$ cat src/design/csr_pkg.sv
package csr_pkg;

    localparam int CSR_NUM_W = 14;

    // operations issued by the pipeline
    typedef enum logic [2:0] {
        OP_NONE,
        OP_CSRRD,
        OP_CSRWR,
        OP_CSRXCHG,
        OP_ERTN
    } csr_op_e;

    // update applied to the register file in one cycle
    typedef enum logic [1:0] {
        UPD_NONE,
        UPD_WRITE,
        UPD_TRAP,
        UPD_ERTN
    } upd_kind_e;

    localparam logic [CSR_NUM_W-1:0] CSR_CRMD   = 14'h000;
    localparam logic [CSR_NUM_W-1:0] CSR_PRMD   = 14'h001;
    localparam logic [CSR_NUM_W-1:0] CSR_ECFG   = 14'h004;
    localparam logic [CSR_NUM_W-1:0] CSR_ESTAT  = 14'h005;
    localparam logic [CSR_NUM_W-1:0] CSR_ERA    = 14'h006;
    localparam logic [CSR_NUM_W-1:0] CSR_BADV   = 14'h007;
    localparam logic [CSR_NUM_W-1:0] CSR_EENTRY = 14'h00c;
    localparam logic [CSR_NUM_W-1:0] CSR_SAVE0  = 14'h030;
    localparam logic [CSR_NUM_W-1:0] CSR_SAVE1  = 14'h031;
    localparam logic [CSR_NUM_W-1:0] CSR_SAVE2  = 14'h032;
    localparam logic [CSR_NUM_W-1:0] CSR_SAVE3  = 14'h033;
    localparam logic [CSR_NUM_W-1:0] CSR_TID    = 14'h040;
    localparam logic [CSR_NUM_W-1:0] CSR_TCFG   = 14'h041;
    localparam logic [CSR_NUM_W-1:0] CSR_TVAL   = 14'h042;
    localparam logic [CSR_NUM_W-1:0] CSR_TICLR  = 14'h044;

    localparam logic [5:0] ECODE_INT = 6'h00;
    localparam logic [5:0] ECODE_ADE = 6'h08;
    localparam logic [5:0] ECODE_SYS = 6'h0b;
    localparam logic [5:0] ECODE_BRK = 6'h0c;
    localparam logic [5:0] ECODE_INE = 6'h0d;

    // DA set, PLV 0, interrupts off
    localparam logic [8:0] CRMD_RESET = 9'h008;

endpackage

$ cat src/design/csr_regfile.sv
module csr_regfile #(
    parameter int TIMER_W = 20
) (
    input  logic                          clk,
    input  logic                          rstn,
    input  csr_pkg::upd_kind_e            upd_kind,
    input  logic [csr_pkg::CSR_NUM_W-1:0] upd_num,
    input  logic [31:0]                   upd_data,
    input  logic [5:0]                    upd_ecode,
    input  logic [8:0]                    upd_esubcode,
    input  logic [31:0]                   upd_era,
    input  logic [31:0]                   upd_badv,
    input  logic [csr_pkg::CSR_NUM_W-1:0] rd_num,
    input  logic [TIMER_W-1:0]            tcfg,
    input  logic [TIMER_W-1:0]            tval,
    input  logic                          ti_flag,
    output logic [31:0]                   rd_data,
    output logic [8:0]                    crmd,
    output logic [2:0]                    prmd,
    output logic [12:0]                   ecfg_lie,
    output logic [1:0]                    estat_is,
    output logic [31:0]                   era,
    output logic [31:0]                   eentry
);

    logic [5:0]  estat_ecode;
    logic [8:0]  estat_esubcode;
    logic [31:0] badv;
    logic [25:0] eentry_va;
    logic [31:0] save [4];
    logic [31:0] tid;

    assign eentry = {eentry_va, 6'b0};

    always_comb
    begin
        rd_data = '0;
        case (rd_num)
            csr_pkg::CSR_CRMD:   rd_data = {23'b0, crmd};
            csr_pkg::CSR_PRMD:   rd_data = {29'b0, prmd};
            csr_pkg::CSR_ECFG:   rd_data = {19'b0, ecfg_lie};
            // hardware lines are not latched here
            csr_pkg::CSR_ESTAT:  rd_data = {1'b0, estat_esubcode, estat_ecode, 4'b0,
                                            ti_flag, 9'b0, estat_is};
            csr_pkg::CSR_ERA:    rd_data = era;
            csr_pkg::CSR_BADV:   rd_data = badv;
            csr_pkg::CSR_EENTRY: rd_data = eentry;
            csr_pkg::CSR_SAVE0,
            csr_pkg::CSR_SAVE1,
            csr_pkg::CSR_SAVE2,
            csr_pkg::CSR_SAVE3:  rd_data = save[rd_num[1:0]];
            csr_pkg::CSR_TID:    rd_data = tid;
            csr_pkg::CSR_TCFG:   rd_data = {{(32-TIMER_W){1'b0}}, tcfg};
            csr_pkg::CSR_TVAL:   rd_data = {{(32-TIMER_W){1'b0}}, tval};
            default:             rd_data = '0;
        endcase
    end

    always_ff @(posedge clk)
    begin
        if (!rstn)
        begin
            crmd           <= csr_pkg::CRMD_RESET;
            prmd           <= '0;
            ecfg_lie       <= '0;
            estat_is       <= '0;
            estat_ecode    <= '0;
            estat_esubcode <= '0;
            era            <= '0;
            badv           <= '0;
            eentry_va      <= '0;
            save           <= '{default: '0};
            tid            <= '0;
        end
        else
        begin
            case (upd_kind)
                csr_pkg::UPD_WRITE:
                begin
                    case (upd_num)
                        csr_pkg::CSR_CRMD:
                        begin
                            crmd[2:0] <= upd_data[2:0];
                            crmd[8:5] <= upd_data[8:5];
                            // pg and da must stay exclusive
                            if (upd_data[4] ^ upd_data[3])
                                crmd[4:3] <= upd_data[4:3];
                        end
                        csr_pkg::CSR_PRMD:   prmd <= upd_data[2:0];
                        csr_pkg::CSR_ECFG:   ecfg_lie <= {upd_data[12:11], 1'b0, upd_data[9:0]};
                        csr_pkg::CSR_ESTAT:  estat_is <= upd_data[1:0];
                        csr_pkg::CSR_ERA:    era <= upd_data;
                        csr_pkg::CSR_BADV:   badv <= upd_data;
                        csr_pkg::CSR_EENTRY: eentry_va <= upd_data[31:6];
                        csr_pkg::CSR_SAVE0,
                        csr_pkg::CSR_SAVE1,
                        csr_pkg::CSR_SAVE2,
                        csr_pkg::CSR_SAVE3:  save[upd_num[1:0]] <= upd_data;
                        csr_pkg::CSR_TID:    tid <= upd_data;
                        default:             ;
                    endcase
                end
                csr_pkg::UPD_TRAP:
                begin
                    prmd           <= crmd[2:0];
                    crmd[2:0]      <= 3'b0;
                    era            <= upd_era;
                    estat_ecode    <= upd_ecode;
                    estat_esubcode <= upd_esubcode;
                    // interrupts leave badv alone
                    if (upd_ecode != csr_pkg::ECODE_INT)
                        badv <= upd_badv;
                end
                csr_pkg::UPD_ERTN:
                begin
                    crmd[2:0] <= prmd;
                end
                default:
                begin
                end
            endcase
        end
    end

endmodule

$ cat src/design/csr_write_arbiter.sv
module csr_write_arbiter (
    input  logic                          trap_req,
    input  logic                          ertn_req,
    input  logic                          wr_req,
    input  logic [5:0]                    t_ecode,
    input  logic [8:0]                    t_esubcode,
    input  logic [31:0]                   t_era,
    input  logic [31:0]                   t_badv,
    input  logic [csr_pkg::CSR_NUM_W-1:0] wr_num,
    input  logic [31:0]                   wr_data,
    output csr_pkg::upd_kind_e            upd_kind,
    output logic [csr_pkg::CSR_NUM_W-1:0] upd_num,
    output logic [31:0]                   upd_data,
    output logic [5:0]                    upd_ecode,
    output logic [8:0]                    upd_esubcode,
    output logic [31:0]                   upd_era,
    output logic [31:0]                   upd_badv
);

    always_comb
    begin
        upd_kind     = csr_pkg::UPD_NONE;
        upd_num      = '0;
        upd_data     = '0;
        upd_ecode    = '0;
        upd_esubcode = '0;
        upd_era      = '0;
        upd_badv     = '0;
        // trap beats ertn beats csr write
        if (trap_req)
        begin
            upd_kind     = csr_pkg::UPD_TRAP;
            upd_ecode    = t_ecode;
            upd_esubcode = t_esubcode;
            upd_era      = t_era;
            upd_badv     = t_badv;
        end
        else if (ertn_req)
        begin
            upd_kind = csr_pkg::UPD_ERTN;
        end
        else if (wr_req)
        begin
            upd_kind = csr_pkg::UPD_WRITE;
            upd_num  = wr_num;
            upd_data = wr_data;
        end
    end

endmodule

$ cat src/design/csr_access_unit.sv
module csr_access_unit (
    input  logic                          op_valid,
    input  csr_pkg::csr_op_e              op,
    input  logic [csr_pkg::CSR_NUM_W-1:0] csr_num,
    input  logic [31:0]                   wdata,
    input  logic [31:0]                   wmask,
    input  logic [31:0]                   rd_data,
    output logic [csr_pkg::CSR_NUM_W-1:0] rd_num,
    output logic [31:0]                   rdata,
    output logic                          wr_req,
    output logic [csr_pkg::CSR_NUM_W-1:0] wr_num,
    output logic [31:0]                   wr_data
);

    logic is_rd;
    logic is_wr;
    logic is_xchg;

    assign is_rd   = op_valid && (op == csr_pkg::OP_CSRRD);
    assign is_wr   = op_valid && (op == csr_pkg::OP_CSRWR);
    assign is_xchg = op_valid && (op == csr_pkg::OP_CSRXCHG);

    assign rd_num = csr_num;

    // every csr instruction returns the old value
    assign rdata = (is_rd || is_wr || is_xchg) ? rd_data : 32'b0;

    assign wr_req = is_wr || is_xchg;
    assign wr_num = csr_num;

    // mask bits pick wdata, others keep old value
    always_comb
    begin
        if (is_xchg)
            wr_data = (rd_data & ~wmask) | (wdata & wmask);
        else
            wr_data = wdata;
    end

endmodule

$ cat src/design/excp_unit.sv
module excp_unit (
    input  logic             op_valid,
    input  csr_pkg::csr_op_e op,
    input  logic             excp_valid,
    input  logic [5:0]       ecode,
    input  logic [8:0]       esubcode,
    input  logic [31:0]      excp_pc,
    input  logic [31:0]      excp_badv,
    input  logic [31:0]      pc_next,
    input  logic [7:0]       hw_irq,
    input  logic             ti_flag,
    input  logic             crmd_ie,
    input  logic [12:0]      ecfg_lie,
    input  logic [1:0]       estat_is,
    input  logic [31:0]      era,
    input  logic [31:0]      eentry,
    output logic             trap_req,
    output logic             ertn_req,
    output logic [5:0]       t_ecode,
    output logic [8:0]       t_esubcode,
    output logic [31:0]      t_era,
    output logic [31:0]      t_badv,
    output logic             flush,
    output logic [31:0]      redirect_pc
);

    logic [12:0] int_vec;
    logic        take_int;

    // same bit layout as estat.is without the ipi source
    assign int_vec  = {1'b0, ti_flag, 1'b0, hw_irq, estat_is} & ecfg_lie;
    assign take_int = crmd_ie && (|int_vec);

    assign trap_req = take_int || excp_valid;
    assign ertn_req = op_valid && (op == csr_pkg::OP_ERTN);
    assign flush    = trap_req || ertn_req;

    always_comb
    begin
        t_ecode    = ecode;
        t_esubcode = esubcode;
        t_era      = excp_pc;
        t_badv     = excp_badv;
        if (take_int)
        begin
            t_ecode    = csr_pkg::ECODE_INT;
            t_esubcode = '0;
            t_era      = pc_next;
            t_badv     = '0;
        end
        else if (ecode == csr_pkg::ECODE_ADE && esubcode == 9'd0)
        begin
            // bad fetch address is the pc itself
            t_badv = excp_pc;
        end
    end

    always_comb
    begin
        if (trap_req)
            redirect_pc = eentry;
        else if (ertn_req)
            redirect_pc = era;
        else
            redirect_pc = '0;
    end

endmodule

$ cat src/design/csr_timer.sv
module csr_timer #(
    parameter int TIMER_W = 20
) (
    input  logic                          clk,
    input  logic                          rstn,
    input  csr_pkg::upd_kind_e            upd_kind,
    input  logic [csr_pkg::CSR_NUM_W-1:0] upd_num,
    input  logic [31:0]                   upd_data,
    output logic [TIMER_W-1:0]            tcfg,
    output logic [TIMER_W-1:0]            tval,
    output logic                          ti_flag
);

    logic cfg_wr;
    logic clr_wr;
    logic en;
    logic periodic;

    assign cfg_wr = (upd_kind == csr_pkg::UPD_WRITE) && (upd_num == csr_pkg::CSR_TCFG);
    assign clr_wr = (upd_kind == csr_pkg::UPD_WRITE) && (upd_num == csr_pkg::CSR_TICLR)
                    && upd_data[0];

    assign en       = tcfg[0];
    assign periodic = tcfg[1];

    always_ff @(posedge clk)
    begin
        if (!rstn)
        begin
            tcfg    <= '0;
            tval    <= '0;
            ti_flag <= 1'b0;
        end
        else
        begin
            // initval sits in tcfg above en and periodic
            if (cfg_wr)
            begin
                tcfg <= upd_data[TIMER_W-1:0];
                tval <= {upd_data[TIMER_W-1:2], 2'b00};
            end
            else if (en && tval != '0)
                tval <= tval - 1'b1;
            else if (en && periodic)
                tval <= {tcfg[TIMER_W-1:2], 2'b00};

            if (clr_wr)
                ti_flag <= 1'b0;
            else if (en && tval == TIMER_W'(1))
                ti_flag <= 1'b1;
        end
    end

endmodule

$ cat src/design/csr_unit.sv
module csr_unit #(
    parameter int TIMER_W = 20
) (
    input  logic                          clk,
    input  logic                          rstn,
    input  logic                          op_valid,
    input  csr_pkg::csr_op_e              op,
    input  logic [csr_pkg::CSR_NUM_W-1:0] csr_num,
    input  logic [31:0]                   wdata,
    input  logic [31:0]                   wmask,
    input  logic                          excp_valid,
    input  logic [5:0]                    ecode,
    input  logic [8:0]                    esubcode,
    input  logic [31:0]                   excp_pc,
    input  logic [31:0]                   excp_badv,
    input  logic [31:0]                   pc_next,
    input  logic [7:0]                    hw_irq,
    output logic [31:0]                   rdata,
    output logic                          flush,
    output logic [31:0]                   redirect_pc,
    output logic [8:0]                    crmd
);

    logic [csr_pkg::CSR_NUM_W-1:0] rd_num;
    logic [31:0]                   rd_data;
    logic                          wr_req;
    logic [csr_pkg::CSR_NUM_W-1:0] wr_num;
    logic [31:0]                   wr_data;
    logic                          trap_req;
    logic                          ertn_req;
    logic [5:0]                    t_ecode;
    logic [8:0]                    t_esubcode;
    logic [31:0]                   t_era;
    logic [31:0]                   t_badv;
    csr_pkg::upd_kind_e            upd_kind;
    logic [csr_pkg::CSR_NUM_W-1:0] upd_num;
    logic [31:0]                   upd_data;
    logic [5:0]                    upd_ecode;
    logic [8:0]                    upd_esubcode;
    logic [31:0]                   upd_era;
    logic [31:0]                   upd_badv;
    logic [TIMER_W-1:0]            tcfg;
    logic [TIMER_W-1:0]            tval;
    logic                          ti_flag;
    logic [12:0]                   ecfg_lie;
    logic [1:0]                    estat_is;
    logic [31:0]                   era;
    logic [31:0]                   eentry;

    csr_access_unit access_unit_i (
        .op_valid (op_valid),
        .op       (op),
        .csr_num  (csr_num),
        .wdata    (wdata),
        .wmask    (wmask),
        .rd_data  (rd_data),
        .rd_num   (rd_num),
        .rdata    (rdata),
        .wr_req   (wr_req),
        .wr_num   (wr_num),
        .wr_data  (wr_data)
    );

    excp_unit excp_unit_i (
        .op_valid    (op_valid),
        .op          (op),
        .excp_valid  (excp_valid),
        .ecode       (ecode),
        .esubcode    (esubcode),
        .excp_pc     (excp_pc),
        .excp_badv   (excp_badv),
        .pc_next     (pc_next),
        .hw_irq      (hw_irq),
        .ti_flag     (ti_flag),
        .crmd_ie     (crmd[2]),
        .ecfg_lie    (ecfg_lie),
        .estat_is    (estat_is),
        .era         (era),
        .eentry      (eentry),
        .trap_req    (trap_req),
        .ertn_req    (ertn_req),
        .t_ecode     (t_ecode),
        .t_esubcode  (t_esubcode),
        .t_era       (t_era),
        .t_badv      (t_badv),
        .flush       (flush),
        .redirect_pc (redirect_pc)
    );

    csr_write_arbiter write_arbiter_i (
        .trap_req     (trap_req),
        .ertn_req     (ertn_req),
        .wr_req       (wr_req),
        .t_ecode      (t_ecode),
        .t_esubcode   (t_esubcode),
        .t_era        (t_era),
        .t_badv       (t_badv),
        .wr_num       (wr_num),
        .wr_data      (wr_data),
        .upd_kind     (upd_kind),
        .upd_num      (upd_num),
        .upd_data     (upd_data),
        .upd_ecode    (upd_ecode),
        .upd_esubcode (upd_esubcode),
        .upd_era      (upd_era),
        .upd_badv     (upd_badv)
    );

    csr_timer #(
        .TIMER_W (TIMER_W)
    ) timer_i (
        .clk      (clk),
        .rstn     (rstn),
        .upd_kind (upd_kind),
        .upd_num  (upd_num),
        .upd_data (upd_data),
        .tcfg     (tcfg),
        .tval     (tval),
        .ti_flag  (ti_flag)
    );

    csr_regfile #(
        .TIMER_W (TIMER_W)
    ) regfile_i (
        .clk          (clk),
        .rstn         (rstn),
        .upd_kind     (upd_kind),
        .upd_num      (upd_num),
        .upd_data     (upd_data),
        .upd_ecode    (upd_ecode),
        .upd_esubcode (upd_esubcode),
        .upd_era      (upd_era),
        .upd_badv     (upd_badv),
        .rd_num       (rd_num),
        .tcfg         (tcfg),
        .tval         (tval),
        .ti_flag      (ti_flag),
        .rd_data      (rd_data),
        .crmd         (crmd),
        .prmd         (),
        .ecfg_lie     (ecfg_lie),
        .estat_is     (estat_is),
        .era          (era),
        .eentry       (eentry)
    );

endmodule

$ cat config.mk
export PLATFORM = sky130hd
export DESIGN_NAME = csr_unit
export DESIGN_NICKNAME = d
export VERILOG_FILES = /design/src/design/csr_pkg.sv /design/src/design/csr_regfile.sv /design/src/design/csr_write_arbiter.sv /design/src/design/csr_access_unit.sv /design/src/design/excp_unit.sv /design/src/design/csr_timer.sv /design/src/design/csr_unit.sv
export SDC_FILE = /design/constraint.sdc
export NUM_CORES = 1
export LEC_CHECK = 0
export BUFFER_PORTS_ARGS = -buffer_cell sky130_fd_sc_hd__buf_4
export CAP_MARGIN = 20
export CELL_PAD_IN_SITES_DETAIL_PLACEMENT = 1
export CELL_PAD_IN_SITES_GLOBAL_PLACEMENT = 1
export CORE_UTILIZATION = 45
export CTS_CLUSTER_SIZE = 10
export DETAILED_ROUTE_END_ITERATION = 8
export GPL_ROUTABILITY_DRIVEN = 0
export PLACE_DENSITY_LB_ADDON = 0.05
export SYNTH_ARGS = -nofsm -noshare
export SYNTH_HDL_FRONTEND = slang
export SYNTH_SLANG_ARGS = --single-unit
$ cat constraint.sdc
create_clock -name clk -period 4.9 [get_ports clk]
set_input_delay 0 -clock clk [delete_from_list [all_inputs] [get_ports clk]]
set_output_delay 0 -clock clk [all_outputs]
set_load 0.03 [all_outputs]
Word level (Yosys, flattened, before mapping)
Cells that the tools add are included.
{ "classes": {"n_addsub": 1, "n_lt_le_gt_ge": 3, "eq_ne": 40, "n_mux": 41, "reduce_logical": 43, "n_bitwise": 9} }
{ "op_table": {"columns": ["cell", "count"], "rows": [
  ["two-way mux 32 bit", 18],
  ["case mux 32 bit (11 select lines)", 1],
  ["bitwise mux 128 bit", 1],
  ["case mux 32 bit (2 select lines)", 2],
  ["== test 14 x 3 -> 1 bit (second input constant)", 8],
  ["== test 14 x 6 -> 1 bit (second input constant)", 8],
  ["== test 14 x 7 -> 1 bit (second input constant)", 6],
  ["AND 32 bit", 2],
  ["binary-select mux 32 bit (select 2 bit)", 1],
  ["demux 32 bit (select 2 bit)", 1],
  ["two-way mux 20 bit", 3],
  ["two-way mux 14 bit", 3],
  ["inverter 32 bit", 1],
  ["OR 32 bit", 1],
  ["== test 14 x 1 -> 1 bit (second input constant)", 2],
  ["== test 14 x 4 -> 1 bit (second input constant)", 2],
  ["logical NOT 14 bit", 2],
  ["== test 20 x 1 -> 1 bit (second input constant)", 1],
  ["nonzero test 20 bit", 1],
  ["subtractor 20 x 1 -> 20 bit (second input constant)", 1],
  ["two-way mux 9 bit", 2],
  ["AND reduction 2 bit", 9],
  ["AND 12 x 13 -> 13 bit", 1],
  ["logical AND 1 bit", 13],
  ["28 further kinds", 47]
]} }
{ "word_totals": {"reg_bits": 332, "elab_cells": 157} }

Logic depth before layout (Yosys ltp)
{ "depth": {"depth_word": 13, "ltp_mapped": 12, "ltp_nobuf": 9} }

Modules after synthesis
A second synthesis with hierarchy kept.
{ "hier_totals": {"hier_cells": 2391, "hier_area_um2": 19456.2} }
{ "by_module_without_submodules": {"columns": ["module", "cells_each", "seq_area_each_um2", "area_per_inst_um2", "instances"], "rows": [
  ["csr_regfile", 1550, 5825.6, 13260.2, 1],
  ["csr_timer", 304, 820.8, 2314.7, 1],
  ["excp_unit", 252, 0.0, 1611.5, 1],
  ["csr_write_arbiter", 151, 0.0, 1253.7, 1],
  ["csr_access_unit", 134, 0.0, 1016.0, 1]
]} }

Worst setup path after synthesis
Ideal clock, no wire load.
{ "synth_path": {"kind": "flip-flop to flip-flop", "startpoint": "register timer_i.tval[10]", "endpoint": "register timer_i.tval[13]", "path_stages_with_launch": 7, "arrival_time_ps": 2467, "n_path_buf": 1, "synth_period_minus_slack_ps": 2584, "slack_ps": 2316, "setup_time_ps": 117, "cell_sequence": "dfxtp_1 -> or4_1 -> or4_1 -> o41ai_2 -> nand2_1 -> clkbuf_1 -> o22a_1"} }
{ "synth_between": {"elab_chain_len": 4} }
{ "synth_rtl": {"columns": ["item", "line", "rtl"], "rows": [
  ["start, declared", "csr_timer.sv:10", "output logic [TIMER_W-1:0] tval,"],
  ["start signal, assigned", "csr_timer.sv:40", "tval <= {upd_data[TIMER_W-1:2], 2'b00};"],
  ["start signal, assigned", "csr_timer.sv:43", "tval <= tval - 1'b1;"],
  ["start signal, assigned", "csr_timer.sv:45", "tval <= {tcfg[TIMER_W-1:2], 2'b00};"],
  ["branches (longest 4 deep; another with subtractor 20 x 1 -> 20 bit)", null, null]
]} }
Parallel ways; which one is timed is not known.
A chain may end at the register's enable or synchronous reset.

Final worst setup path
{ "layout_path": {"startpoint": "input csr_num[7] in the netlist's numbering", "endpoint": "register regfile_i.era[28]"} }
{ "layout_between": {"elab_chain_len": 11} }
{ "layout_rtl": {"columns": ["item", "line", "rtl"], "rows": [
  ["start, declared", "csr_unit.sv:8", "input logic [csr_pkg::CSR_NUM_W-1:0] csr_num,"],
  ["== test 14 x 6 -> 1 bit", "csr_regfile.sv:38", "case (rd_num)"],
  ["OR reduction 4 bit", "csr_regfile.sv:38", null],
  ["case mux 32 bit (11 select lines)", "csr_regfile.sv:38", null],
  ["AND 32 bit", "csr_access_unit.sv:35", "wr_data = (rd_data & ~wmask) | (wdata & wmask);"],
  ["OR 32 bit", "csr_access_unit.sv:35", null],
  ["two-way mux 32 bit", "csr_access_unit.sv:34", "if (is_xchg)"],
  ["two-way mux 32 bit", "csr_write_arbiter.sv:42", "else if (wr_req)"],
  ["two-way mux 32 bit", "csr_write_arbiter.sv:38", "else if (ertn_req)"],
  ["two-way mux 32 bit", "csr_write_arbiter.sv:30", "if (trap_req)"],
  ["two-way mux 32 bit", "csr_regfile.sv:80", "case (upd_num)"],
  ["case mux 32 bit (2 select lines)", "csr_regfile.sv:77", "case (upd_kind)"],
  ["end signal, assigned", "csr_regfile.sv:92", "csr_pkg::CSR_ERA: era <= upd_data;"],
  ["end signal, assigned", "csr_regfile.sv:107", "era <= upd_era;"],
  ["end, declared", "csr_regfile.sv:22", "output logic [31:0] era,"]
]} }
Parallel ways exist; a longest one is shown, timed or not. The select of a mux whose other input is x is not followed.

==> flow_summary.json <==
{
  "outcome": "completed",
  "final_cell_mix": "365 x nand2_1, 333 x buf_4, 332 x dfxtp_1",
  "antenna_found_initial": 6,
  "cts_setup_buffers": 0,
  "place_area_um2": 19400,
  "grt.total_usage_pct": 45.3,
  "synth_fp_nets": 2366,
  "drive_gt1_share_pct": 18.7,
  "via_count": 20400,
  "clockRootBuffer": "clkbuf_16",
  "drv_slew": 0,
  "ys_seq_area_share_pct": 39.2,
  "async_flop_share_pct": 0,
  "cts_sinks": 332,
  "maxCapViolCount": 0,
  "dr.first_iter.drc_count": 2585,
  "leakagePower_uw": 0.00852,
  "ys_ff_latch": 332,
  "fin_crit_ns": 3.81,
  "synth_xor_area_share_pct": 0.568,
  "tns_ns": 0,
  "pin_count": 278,
  "syn_inst": 2159,
  "die_w_um": 196,
  "worstMarginPinSlew_ns": 1.17,
  "p_int_uw": 4580,
  "clock_latency_ns": 0.56,
  "setup_viol": 0,
  "routedWlPerCell_um": 29.6,
  "clock.fmax_mhz": 263,
  "area_growth_pct": 29.9,
  "synth_edf_count": 0,
  "synth_ff_type": "dfxtp_1",
  "synth-simple-area-share_pct": 24.6,
  "yosysUniqueCellTypes": 82,
  "grt_overflow": 0,
  "synth_top_family_by_area": "simple AND/OR/NAND/NOR gates",
  "synth_compound_area_share_pct": 23.7,
  "p_comb_share_pct": 11.3,
  "synth_mux_area_share_pct": 6.91,
  "dp_slack_ns": 1.23,
  "row_count": 70,
  "syn_area_per_cell_um2": 7.85,
  "crit_path_start_kind": "input port",
  "post-route-cell-area_um2": 22000,
  "power_frac_seq_pct": 44.9,
  "syn_area_um2": 17000,
  "initial_utilization_pct": 46.0,
  "hold_viol_final": 0,
  "grt_pass1_wl_um": 131000,
  "pwr-share-clk_pct": 43.8,
  "fin_ws_ns": 1.09,
  "peakVddDrop_v": 0.000245,
  "die_h_um": 196,
  "ctsLongestPathBuffers": 3,
  "critical_path_class": "input port to flop",
  "core-area_um2": 36900,
  "post-dp-hpwl_um": 59900,
  "drt_wl_total_um": 89300,
  "drc": 0,
  "first_global_vias": 20500,
  "cts_tree": "yes",
  "layout.nets": 2697,
  "port_buffers": 277,
  "end_kind": "flop",
  "power_uw": 6230,
  "skew_ns": 0.0167,
  "cp_max_fo": 15,
  "relSlewSlack_pct": 21.2,
  "grt_max_degree": 106,
  "dieArea_um2": 38500,
  "h-tree-depth": 2,
  "synth_warnings": 0,
  "arrival_ns": 4.29,
  "fin_crit_sh_pct": 77.7,
  "vias_per_cell": 6.76,
  "yosys.area_share.adder_pct": 0.221,
  "first_pass_iters": 9,
  "hold_path.class": "input port to flop",
  "numCtsBuffers": 40,
  "cts.reportedPaths.clkPinSlew_ns": 0.06,
  "swShare_pct": 26.5,
  "p_per_area_nw_per_um2": 283,
  "antenna_left": 0,
  "power_switching_uw": 1650,
  "rsz0062_at_grt": "false",
  "cp.required_ns": 5.39,
  "final_common_cell": "nand2_1"
}
## flip-flops by register name, summed over array words and instances (netlist names), 6 cells and up
name / flops
timer_i.tcfg: 20
regfile_i.estat_esubcode: 9
regfile_i.badv: 32
regfile_i.tid: 32
regfile_i.eentry_va: 26
regfile_i.era: 32
regfile_i.crmd: 9
regfile_i.estat_ecode: 6
regfile_i.ecfg_lie: 12
timer_i.tval: 20
regfile_i.save: 128
## worst paths after layout
path / startpoint / endpoint / slack [ns] / cells after the start
max: csr_num[7] / regfile_i.era[28] / 1.09 / 10
max reg2reg: regfile_i.ecfg_lie[3] / regfile_i.badv[27] / 1.12 / 10
min reg2reg: regfile_i.tid[30] / regfile_i.tid[30] / 0.46 / 2
min: rstn / regfile_i.save[13] / 0.009 / 3
## cell usage after synthesis (all sizes together) (12+ instances only)
master | count | area share, %
or2 | 14 | 0.52
a21oi | 162 | 4.8
and2 | 13 | 0.48
nor2 | 150 | 3.3
mux2i | 36 | 2.1
clkbuf | 145 | 3.2
nand2b | 12 | 0.44
nand3 | 178 | 5.3
and3 | 37 | 1.4
o22ai | 60 | 2.2
o21ai | 194 | 5.7
nor4 | 17 | 1.0
dfxtp | 332 | 39
mux4 | 32 | 4.2
a41oi | 12 | 0.66
nand2 | 365 | 8.1
a222oi | 20 | 1.2
a31oi | 45 | 1.7
o211ai | 16 | 0.71
a22oi | 38 | 1.7
a32oi | 17 | 0.88
nand4 | 18 | 0.66
or3 | 13 | 0.48
nor3 | 28 | 0.86
buf | 49 | 1.4
## timing repair
action | CTS | global route
hold buffers | 147 | 0
hold endpoints to repair | 104 | 0
gates resized for setup | 0 | 0
## routing by layer
layer	share of wire (%)	vias up	wire length [um]	track usage, %
li1	-	8548	-	-
met1	39	9999	34700	58.5
met2	43	1477	38100	67.8
met3	13	344	11500	13.6
met4	5.6	0	5030	24.3
met5	0	-	0	0
## per-stage QoR
stage / instances / hold slack, ns / utilization [%]
after floorplan: 2159 / 0.147 / -
after global placement: 2804 / 0.246 / 52.6
after detailed placement: 2805 / 0.263 / 52.7
after CTS: 3009 / 0.00519 / 59.7
after global routing: 3011 / 0.0507 / 59.7
final: 3015 / 0.00864 / 59.7
## kinds of logic (layout without fill, tap and decap cells)
family          count (synthesis)  after routing
compound gates                647            647
xor+xnor                       11             11
fa+ha+maj                       3              3
buf+inv                       202            548
flops                         332            332
mux                            76             76
other cells                     0              6
simple gates                  888            888
## worst max-delay path: stages
cell	delay, ns
dlygate4sd3_1	0.54
buf_4	0.17
or4_1	0.57
nor4_4	0.87
buf_4	0.39
a222oi_1	0.15
a31oi_1	0.64
nand2_1	0.21
a31oi_1	0.17
dlygate4sd3_1	0.57
## power groups by stage
stage | Combinational [uW] | Clock [uW] | Sequential (uW)
2_1_floorplan | 273 | 0 | 2820
3_3_place_gp | 551 | 0 | 2850
3_5_place_dp | 562 | 0 | 2850
4_1_cts | 660 | 2720 | 2790
5_1_grt | 724 | 2810 | 2800
6_report | 703 | 2730 | 2800
## area by class of cell
| type | instances | area (um2) |
|---|---|---|
| well taps | 504 | 631 |
| multi-input cells | 1625 | 9570 |
| diodes | 6 | 15.0 |
| fillers | 4440 | 14800 |
| repair buffers | 483 | 4020 |
| clock inverters | 3 | 22.5 |
| inverters | 8 | 30.0 |
| clock buffers | 54 | 1090 |
| flip-flops and latches | 332 | 6650 |
(Power assumes the default switching activity.)
